`src/cmd_pkg.sv`:
```
package cmd_pkg;

    localparam int NUM_CMD_REGS = 9;

    // Register index as carried in the payload
    localparam logic [7:0] IDX_KDEV = 8'd0;
    localparam logic [7:0] IDX_SMPR = 8'd1;
    localparam logic [7:0] IDX_FILT = 8'd2;
    localparam logic [7:0] IDX_MIX0 = 8'd3;
    localparam logic [7:0] IDX_MIX1 = 8'd4;
    localparam logic [7:0] IDX_REG4 = 8'd5;
    localparam logic [7:0] IDX_REG5 = 8'd6;
    localparam logic [7:0] IDX_REG6 = 8'd7;
    localparam logic [7:0] IDX_REG7 = 8'd8;

    typedef struct packed {
        logic [7:0] index;
        logic [7:0] value;
    } cmd_write_t;

    typedef struct packed {
        logic [7:0] kdev;
        logic [7:0] smpr;
        logic [7:0] filt;
        logic [7:0] mix0;
        logic [7:0] mix1;
        logic [7:0] reg4;
        logic [7:0] reg5;
        logic [7:0] reg6;
        logic [7:0] reg7;
    } cmd_regs_t;

endpackage

```
`src/eth_pkg.sv`:
```
package eth_pkg;

    // Receive stream framing
    localparam logic [7:0] PREAMBLE_BYTE = 8'h55;
    localparam logic [7:0] SFD_BYTE = 8'hd5;

    // Header field values
    localparam logic [15:0] ETHERTYPE_IPV4 = 16'h0800;
    localparam logic [7:0] IP_PROTO_UDP = 8'h11;

    // MAC 14 + IP 20 + UDP 8, counted from the byte after the SFD
    localparam int HEADER_LEN = 42;
    localparam int UDP_HDR_LEN = 8;

    // Node address as seen in the destination fields
    typedef struct packed {
        logic [47:0] mac;
        logic [31:0] ip;
        logic [15:0] port;
    } net_addr_t;

    // One UDP payload byte with its position in the payload
    typedef struct packed {
        logic        valid;
        logic [7:0]  data;
        logic [10:0] offset;
    } payload_byte_t;

endpackage

```
`src/cmd_capture.sv`:
```
module cmd_capture #(
    parameter int CMD_DEPTH = 16
) (
    input  logic                   gmii_rxc,
    input  logic                   rst,
    input  eth_pkg::payload_byte_t payload,
    input  logic                   fs_udp_rx,
    input  logic                   fd_udp_rx,
    input  logic                   fe_udp_rx,
    output cmd_pkg::cmd_write_t    wr,
    output logic                   wr_en,
    output logic                   frame_commit,
    output logic                   overflow
);

    localparam int PTR_W = (CMD_DEPTH > 1) ? $clog2(CMD_DEPTH) : 1;
    localparam int CNT_W = $clog2(CMD_DEPTH + 1);

    cmd_pkg::cmd_write_t pair_mem [CMD_DEPTH];

    logic [7:0]       idx_q;
    logic [CNT_W-1:0] pair_cnt;
    logic [CNT_W-1:0] rd_ptr;
    logic             dropped;
    logic             replaying;
    logic             rd_last;
    logic             pair_done;
    logic             has_room;

    // Odd offset closes a pair started by the preceding even byte
    assign pair_done = payload.valid && payload.offset[0];
    assign has_room  = (pair_cnt < CNT_W'(CMD_DEPTH));
    assign rd_last   = (pair_cnt == '0) || (rd_ptr == pair_cnt - 1'b1);

    assign wr           = pair_mem[rd_ptr[PTR_W-1:0]];
    assign wr_en        = replaying && (pair_cnt != '0);
    assign frame_commit = replaying && rd_last;
    assign overflow     = frame_commit && dropped;

    always_ff @(posedge gmii_rxc) begin
        if (payload.valid && !payload.offset[0]) begin
            idx_q <= payload.data;
        end
        if (pair_done && has_room) begin
            pair_mem[pair_cnt[PTR_W-1:0]] <= '{index: idx_q, value: payload.data};
        end
    end

    always_ff @(posedge gmii_rxc) begin
        if (rst) begin
            pair_cnt  <= '0;
            rd_ptr    <= '0;
            dropped   <= 1'b0;
            replaying <= 1'b0;
        end else if (replaying) begin
            rd_ptr <= rd_ptr + 1'b1;
            if (rd_last) begin
                replaying <= 1'b0;
                pair_cnt  <= '0;
                dropped   <= 1'b0;
            end
        end else if (fs_udp_rx || fe_udp_rx) begin
            // New frame or aborted one, start over
            pair_cnt <= '0;
            dropped  <= 1'b0;
        end else if (fd_udp_rx) begin
            replaying <= 1'b1;
            rd_ptr    <= '0;
        end else if (pair_done) begin
            if (has_room) begin
                pair_cnt <= pair_cnt + 1'b1;
            end else begin
                dropped <= 1'b1;
            end
        end
    end

endmodule

```
`src/cmd_regfile.sv`:
```
module cmd_regfile (
    input  logic                gmii_rxc,
    input  logic                rst,
    input  cmd_pkg::cmd_write_t wr,
    input  logic                wr_en,
    input  logic                frame_commit,
    input  logic                overflow,
    output cmd_pkg::cmd_regs_t  cmd_regs,
    output logic [3:0]          led,
    output logic                lec
);

    logic bad_index;

    assign bad_index = wr_en && (wr.index >= 8'(cmd_pkg::NUM_CMD_REGS));

    always_ff @(posedge gmii_rxc) begin
        if (rst) begin
            cmd_regs <= '0;
            led      <= 4'd0;
            lec      <= 1'b0;
        end else begin
            if (wr_en) begin
                case (wr.index)
                    cmd_pkg::IDX_KDEV: cmd_regs.kdev <= wr.value;
                    cmd_pkg::IDX_SMPR: cmd_regs.smpr <= wr.value;
                    cmd_pkg::IDX_FILT: cmd_regs.filt <= wr.value;
                    cmd_pkg::IDX_MIX0: cmd_regs.mix0 <= wr.value;
                    cmd_pkg::IDX_MIX1: cmd_regs.mix1 <= wr.value;
                    cmd_pkg::IDX_REG4: cmd_regs.reg4 <= wr.value;
                    cmd_pkg::IDX_REG5: cmd_regs.reg5 <= wr.value;
                    cmd_pkg::IDX_REG6: cmd_regs.reg6 <= wr.value;
                    cmd_pkg::IDX_REG7: cmd_regs.reg7 <= wr.value;
                    default: ;
                endcase
            end
            // Frame counter wraps at 16
            if (frame_commit) begin
                led <= led + 4'd1;
            end
            // Error lamp is sticky until reset
            if (bad_index || overflow) begin
                lec <= 1'b1;
            end
        end
    end

endmodule

```
`src/cmd_rx_top.sv`:
```
module cmd_rx_top #(
    parameter eth_pkg::net_addr_t NODE_ADDR = '{
        mac:  48'h00_0A_35_01_FE_C0,
        ip:   32'hC0_A8_00_02,
        port: 16'h1F90
    },
    parameter int CMD_DEPTH = 16
) (
    input  logic               gmii_rxc,
    input  logic               rst,
    input  logic               mac_rxdv,
    input  logic [7:0]         mac_rxd,
    output cmd_pkg::cmd_regs_t cmd_regs,
    output logic [3:0]         led,
    output logic               lec
);

    eth_pkg::payload_byte_t payload;
    logic                   fs_udp_rx;
    logic                   fd_udp_rx;
    logic                   fe_udp_rx;

    cmd_pkg::cmd_write_t    wr;
    logic                   wr_en;
    logic                   frame_commit;
    logic                   overflow;

    udp_rx #(
        .NODE_ADDR(NODE_ADDR)
    ) i_udp_rx (
        .gmii_rxc(gmii_rxc),
        .rst(rst),
        .mac_rxdv(mac_rxdv),
        .mac_rxd(mac_rxd),
        .payload(payload),
        .fs_udp_rx(fs_udp_rx),
        .fd_udp_rx(fd_udp_rx),
        .fe_udp_rx(fe_udp_rx),
        .udp_rx_len()
    );

    cmd_capture #(
        .CMD_DEPTH(CMD_DEPTH)
    ) i_cmd_capture (
        .gmii_rxc(gmii_rxc),
        .rst(rst),
        .payload(payload),
        .fs_udp_rx(fs_udp_rx),
        .fd_udp_rx(fd_udp_rx),
        .fe_udp_rx(fe_udp_rx),
        .wr(wr),
        .wr_en(wr_en),
        .frame_commit(frame_commit),
        .overflow(overflow)
    );

    cmd_regfile i_cmd_regfile (
        .gmii_rxc(gmii_rxc),
        .rst(rst),
        .wr(wr),
        .wr_en(wr_en),
        .frame_commit(frame_commit),
        .overflow(overflow),
        .cmd_regs(cmd_regs),
        .led(led),
        .lec(lec)
    );

endmodule

```
`src/udp_rx.sv`:
```
module udp_rx #(
    parameter eth_pkg::net_addr_t NODE_ADDR = '0
) (
    input  logic                   gmii_rxc,
    input  logic                   rst,
    input  logic                   mac_rxdv,
    input  logic [7:0]             mac_rxd,
    output eth_pkg::payload_byte_t payload,
    output logic                   fs_udp_rx,
    output logic                   fd_udp_rx,
    output logic                   fe_udp_rx,
    output logic [15:0]            udp_rx_len
);

    // UDP length field sits 4 bytes before the end of the header
    localparam logic [5:0] LEN_HI_POS = 6'(eth_pkg::HEADER_LEN - 4);
    localparam logic [5:0] LEN_LO_POS = 6'(eth_pkg::HEADER_LEN - 3);
    localparam logic [5:0] HDR_LAST_POS = 6'(eth_pkg::HEADER_LEN - 1);

    typedef enum logic [1:0] {
        ST_HUNT,
        ST_HEADER,
        ST_PAYLOAD,
        ST_WAIT
    } state_t;

    state_t      state;
    logic [5:0]  hdr_cnt;
    logic [15:0] pay_cnt;
    logic [15:0] pay_len;
    logic [7:0]  exp_byte;
    logic        chk_en;
    logic        pay_last;
    logic        fd_pend;
    logic        pay_valid;
    logic [7:0]  pay_data;
    logic [10:0] pay_off;

    assign pay_len  = udp_rx_len - 16'(eth_pkg::UDP_HDR_LEN);
    assign pay_last = (pay_cnt == pay_len - 16'd1);
    assign payload  = '{valid: pay_valid, data: pay_data, offset: pay_off};

    // Expected byte per header offset; unchecked fields pass through
    always_comb begin
        chk_en   = 1'b1;
        exp_byte = 8'h00;
        case (hdr_cnt) inside
            [6'd0:6'd5]:
                exp_byte = NODE_ADDR.mac[8 * (6'd5 - hdr_cnt) +: 8];
            [6'd12:6'd13]:
                exp_byte = hdr_cnt[0] ? eth_pkg::ETHERTYPE_IPV4[7:0]
                                      : eth_pkg::ETHERTYPE_IPV4[15:8];
            6'd23:
                exp_byte = eth_pkg::IP_PROTO_UDP;
            [6'd30:6'd33]:
                exp_byte = NODE_ADDR.ip[8 * (6'd33 - hdr_cnt) +: 8];
            [6'd36:6'd37]:
                exp_byte = NODE_ADDR.port[8 * (6'd37 - hdr_cnt) +: 8];
            default:
                chk_en = 1'b0;
        endcase
    end

    always_ff @(posedge gmii_rxc) begin
        if (rst) begin
            state     <= ST_HUNT;
            hdr_cnt   <= '0;
            pay_cnt   <= '0;
            pay_valid <= 1'b0;
            fs_udp_rx <= 1'b0;
            fe_udp_rx <= 1'b0;
            fd_pend   <= 1'b0;
            fd_udp_rx <= 1'b0;
        end else begin
            pay_valid <= 1'b0;
            fs_udp_rx <= 1'b0;
            fe_udp_rx <= 1'b0;
            fd_pend   <= 1'b0;
            fd_udp_rx <= fd_pend;
            case (state)
                ST_HUNT: begin
                    hdr_cnt <= '0;
                    if (mac_rxdv) begin
                        if (mac_rxd == eth_pkg::SFD_BYTE) begin
                            state <= ST_HEADER;
                        end else if (mac_rxd != eth_pkg::PREAMBLE_BYTE) begin
                            state <= ST_WAIT;
                        end
                    end
                end
                ST_HEADER: begin
                    hdr_cnt <= hdr_cnt + 6'd1;
                    pay_cnt <= '0;
                    if (!mac_rxdv) begin
                        state <= ST_HUNT;
                    end else if (chk_en && mac_rxd != exp_byte) begin
                        state <= ST_WAIT;
                    end else if (hdr_cnt == HDR_LAST_POS) begin
                        if (udp_rx_len > 16'(eth_pkg::UDP_HDR_LEN)) begin
                            state <= ST_PAYLOAD;
                        end else begin
                            // Empty payload still completes the frame
                            fd_pend <= 1'b1;
                            state   <= ST_WAIT;
                        end
                    end
                end
                ST_PAYLOAD: begin
                    if (!mac_rxdv) begin
                        fe_udp_rx <= 1'b1;
                        state     <= ST_HUNT;
                    end else begin
                        pay_valid <= 1'b1;
                        fs_udp_rx <= (pay_cnt == 16'd0);
                        pay_cnt   <= pay_cnt + 16'd1;
                        if (pay_last) begin
                            fd_pend <= 1'b1;
                            state   <= ST_WAIT;
                        end
                    end
                end
                default: begin
                    if (!mac_rxdv) begin
                        state <= ST_HUNT;
                    end
                end
            endcase
        end
    end

    always_ff @(posedge gmii_rxc) begin
        pay_data <= mac_rxd;
        pay_off  <= pay_cnt[10:0];
        if (state == ST_HEADER && hdr_cnt == LEN_HI_POS) begin
            udp_rx_len[15:8] <= mac_rxd;
        end
        if (state == ST_HEADER && hdr_cnt == LEN_LO_POS) begin
            udp_rx_len[7:0] <= mac_rxd;
        end
    end

endmodule

```
`config.mk`:
```
export PLATFORM = sky130hd
export DESIGN_NAME = cmd_rx_top
export DESIGN_NICKNAME = d
export VERILOG_FILES = /design/src/cmd_pkg.sv /design/src/eth_pkg.sv /design/src/cmd_capture.sv /design/src/cmd_regfile.sv /design/src/cmd_rx_top.sv /design/src/udp_rx.sv
export SDC_FILE = /design/constraint.sdc
export NUM_CORES = 1
export LEC_CHECK = 0
export ABC_AREA = 1
export CORE_UTILIZATION = 25
export CTS_CLUSTER_DIAMETER = 60
export DETAILED_ROUTE_END_ITERATION = 8
export DONT_BUFFER_PORTS = 1
export PLACE_DENSITY = 0.43
export SYNTH_ARGS = -nofsm -noshare
export SYNTH_HDL_FRONTEND = slang
export SYNTH_SLANG_ARGS = --single-unit
```
`constraint.sdc`:
```
create_clock -name gmii_rxc -period 2.4 [get_ports gmii_rxc]
set_clock_uncertainty 0.2 [all_clocks]
set_input_delay 0 -clock gmii_rxc [delete_from_list [all_inputs] [get_ports gmii_rxc]]
set_output_delay 0 -clock gmii_rxc [all_outputs]
set_load 0.03 [all_outputs]
```
==> results.txt <==
The flow ran to the end, but the final reports show violations. The final reports fail on negative hold slack, negative setup slack. Worst hold margin: -50.3 ps. Compared with the post-synthesis result, the final layout area differs by 32.6%.

Setup violations remaining at the end of the flow were counted as 57. The tools report the number of max-cap violations as 0. Clock-pin slew reported for the worst setup and hold paths after clock tree synthesis: 60 ps.

The delay of the slowest critical-path stage is 420 ps. After synthesis the cells add up to 17000 µm². The multi-input combinational cells in the finished layout cover a total of 5710 µm². The net count of the finished layout is 1865. The cell count after synthesis came out at 1611. The standby leakage power was 8.10 nW; the transition time of the tightest slew-check pin was 705 ps. Most used flip-flop cell after synthesis: sky130_fd_sc_hd__edfxtp_1.

Sum of buffers and inverters on the critical path: 6. STA classifies the critical path endpoint as a flip-flop. The number of buffers created by CTS was 46. After detailed routing, the average wire length per cell comes to 18.7 µm. The share of the yosys chip area belonging to registers is 0.651, and the highest ir drop seen on vdd is 0.000498 V. The run gives 0 as the residual DRC count.

The logs give 11000 µm² for the flip-flop and latch area and 411 for the number of clock sinks seen by CTS. In this design, the largest share of critical-path delay is due to buffers and inverters. After filler insertion, the fill cell instance count of the layout stands at 6748.

The run gives 2 as the maximum level of the CTS H-tree. The finished cells cover 22500 µm². The clock passes through at most 3 buffers. In this run the power density over the cells is 712 nW/µm². The routed layout has 12700 vias.

The setup path with the least slack is of type reg2reg. The worst setup margin came out at -146 ps. The detail-routed via count per cell is 4.64. TritonCTS built the clock tree.

The die covers 68900 µm². After floorplanning, the core was divided into 95 placement rows. The run gives 32.6 mm as the sum of net half-perimeters after detailed placement.

STA classifies the critical path startpoint as a flip-flop. The fraction of synthesis flops using an asynchronous set or reset pin was 0; the number of nets with antenna violations after detailed routing was 0. After global routing the overflow that remains totals 0.

Root cell of the clock tree: sky130_fd_sc_hd__clkbuf_16. For this block, the initial DRC count from the detailed router was 779. The adder and majority gate portion of the synthesized area is 0.0162.

The compound-cell area share of the yosys netlist was 0.130; the register bit total from synthesis was 411. Summing all placed instances gives a cell area of 19600 µm². Counting flops with a built-in enable in the synthesized netlist gives 280.

The synthesized-area fraction occupied by and/or/nand/nor cells works out to 0.143. The tools report the number of top-level design ports as 88. The signal on the critical path passes through inv_6 > buf_12 > buf_12 > buf_12 > o21ai_0 > o221ai_1 > nand3_1 > nand2_2 > inv_2 > nand2_4 > nor2_4 > nor3b_4 > buf_12 > o21ai_1 > a21oi_1. In this run the worst path has a maximum fanout of 8. The number of antenna violations at the first check in global routing was 3. The distinct cell type count of the synthesized netlist is 53, and the area share of the leading cell type in the synthesized netlist is 0.496. For the worst setup path, the data arrival time is 2850 ps. The top cell types in the final layout, fill and taps aside, are 280 x sky130_fd_sc_hd__edfxtp_1, 170 x sky130_fd_sc_hd__nand2_1, 157 x sky130_fd_sc_hd__nor2_1, 142 x sky130_fd_sc_hd__o21ai_0, 142 x sky130_fd_sc_hd__buf_4. The most common cell after layout, fill and taps aside was sky130_fd_sc_hd__edfxtp_1. The logs give 0 for the count of synthesis-stage warnings from yosys and 2 for the number of hold violations in the final report. The number of input and output port buffers inserted was 0. For this design, the slowest cell found on the critical path is sky130_fd_sc_hd__dfxtp_4.

Yosys attributes the largest share of cell area to sky130_fd_sc_hd__edfxtp_1 50%, sky130_fd_sc_hd__dfxtp_1 15%, sky130_fd_sc_hd__o21ai_0 5.0%. The utilization of the core after routing is 0.335. The share of the cycle needed by the critical path after routing is 1.06, and the number of max-slew violations in the final report is 0.

The class of the tightest hold or removal check was in2reg. Synthesis produced a netlist with a net count of 1644. The overall fraction of global-route tracks in use came out at 0.145.

Routability-driven placement finished with a final weighted congestion of 0.828. After synthesis, the largest family of logic cells by area is simple AND/OR/NAND/NOR gates. The floorplan step set the die width to 262 µm. The clock insertion delay at the later pin of the skew report is 590 ps, and the height of the chip is 262 µm. The cell type contributing the most total cell area after synthesis was sky130_fd_sc_hd__edfxtp_1. For the worst setup path, the data required time is 2710 ps. The xor and xnor area share after synthesis works out to 0.0109. The starting utilization of the core area was 0.252; the worst relative slew slack was 0.529. Detailed-routing iteration count for the pre-antenna-repair pass: 4. Setup repair after global routing could not meet its margin everywhere. After layout, the minimum clock period comes to 2550 ps. After detailed routing, the total wire length is 51.3 mm. The highest achievable clock rate is 393 MHz. The via count of the first global-routing pass is 12400, and the multiplexer fraction of the synthesized cell area is 0. The pin count of the biggest net entering global routing is 42. The first global-routing pass estimated 76.1 mm of wire. The share of layout cells above drive strength 1 came out at 0.244. The region available for standard cell placement spans 67200 µm². Among the stages of the critical path, the cell type that occurs most often is sky130_fd_sc_hd__buf_12. The mean area per synthesized cell was 10.5 µm². Overall power consumption after layout is estimated at 16.0 mW.
per-layer routing:
layer / up-vias / track usage / wire, µm
met4: 4 / 0.0396 / 1010
met1: 6245 / 0.191 / 23100
met2: 247 / 0.244 / 25000
met5: - / 0 / 27
li1: 6154 / - / -
met3: 71 / 0.0230 / 2150
cell type report:
type | instances | area share
timing repair buffer | 237 | 0.113
inverter | 143 | 0.0243
multi-input combinational | 993 | 0.254
clock buffer | 61 | 0.0566
sequential | 411 | 0.491
tap | 873 | 0.0486
clock inverter | 23 | 0.0124
antenna | 1 | 0.000111
cell families after synthesis:
kind of cell               after synthesis
adders and majority gates               22
xor gates and xnor gates                21
buffers and inverters                  209
DFF                                    411
AOI/OAI and AO/OA                      384
and+or+nand+nor                        564
worst reg2reg max path: stages (launching register included):
cell	delay [ps]
sky130_fd_sc_hd__dfxtp_4	420
sky130_fd_sc_hd__inv_6	70
sky130_fd_sc_hd__buf_12	140
sky130_fd_sc_hd__buf_12	120
sky130_fd_sc_hd__buf_12	120
sky130_fd_sc_hd__o21ai_0	140
sky130_fd_sc_hd__o221ai_1	130
sky130_fd_sc_hd__nand3_1	100
sky130_fd_sc_hd__nand2_2	110
sky130_fd_sc_hd__inv_2	110
sky130_fd_sc_hd__nand2_4	60
sky130_fd_sc_hd__nor2_4	120
sky130_fd_sc_hd__nor3b_4	280
sky130_fd_sc_hd__buf_12	170
sky130_fd_sc_hd__o21ai_1	60
sky130_fd_sc_hd__a21oi_1	130
timing repair:
item | 4_1_cts | 5_1_grt
hold endpoints to repair | 105 | 4
gates resized for setup | 71 | 143
hold buffers | 28 | 2
pin swaps | 29 | 52
setup buffers | 16 | 18
gates cloned | 3 | 4
endpoints found under the setup margin | 76 | 88
registers in the layout (all words and copies together), names as in the netlist, named ones only:
register                 flops
i_cmd_capture.pair_mem     256
i_cmd_regfile.cmd_regs      72
i_udp_rx.pay_cnt            16
i_udp_rx.udp_rx_len         16
i_cmd_capture.idx_q          8
i_udp_rx.pay_data            8
i_udp_rx.hdr_cnt             6
i_cmd_capture.pair_cnt       5
i_cmd_capture.rd_ptr         5
i_cmd_regfile.led            4
i_udp_rx.state               2
i_cmd_capture.dropped        1
i_cmd_capture.replaying      1
i_cmd_regfile.lec            1
i_udp_rx.fd_pend             1
i_udp_rx.fd_udp_rx           1
i_udp_rx.fe_udp_rx           1
i_udp_rx.fs_udp_rx           1
i_udp_rx.pay_off             1
i_udp_rx.pay_valid           1
where the power goes:
part | switching [mW] | leakage, nW | internal, mW
Clock | 2.94 | 0.766 | 4.30
Sequential | 0.111 | 3.58 | 7.62
Combinational | 0.602 | 3.75 | 0.421
cell usage after synthesis, types with 24 or more instances:
library cell and n:
sky130_fd_sc_hd__a21oi_1 114, sky130_fd_sc_hd__clkbuf_1 34, sky130_fd_sc_hd__dfxtp_1 131, sky130_fd_sc_hd__edfxtp_1 280, sky130_fd_sc_hd__inv_1 136, sky130_fd_sc_hd__nand2_1 204
sky130_fd_sc_hd__nand3_1 89, sky130_fd_sc_hd__nand4_1 24, sky130_fd_sc_hd__nor2_1 191, sky130_fd_sc_hd__nor3_1 26, sky130_fd_sc_hd__o21ai_0 171, sky130_fd_sc_hd__o221ai_1 37
worst paths after layout:
path | from | to | slack [ps] | cells after the start
worst max-delay path | flip-flop | i_cmd_regfile.cmd_regs[6] | -150 | 15
worst min-delay path | mac_rxd[2] | i_udp_rx.state[0] | -50 | 11
worst max register to register | flip-flop | i_cmd_regfile.cmd_regs[6] | -150 | 15
worst min register to register | i_cmd_capture.rd_ptr[4] | i_cmd_capture.rd_ptr[4] | 260 | 2
stage by stage:
| stage | setup slack [ps] | hold slack [ps] | cells | setup TNS [ps] |
|---|---|---|---|---|
| floorplan | 43.6 | -172 | 1611 | 0 |
| global placement | -287 | -171 | 2593 | -14110 |
| finish | -146 | -50.3 | 2742 | -3710 |
| detailed placement | -361 | -171 | 2593 | -17270 |
| global route | -254 | 6.62 | 2742 | -13160 |
| CTS | -135 | -780 | 2722 | -1280 |
Note: power is estimated with default switching activity, not from simulation.
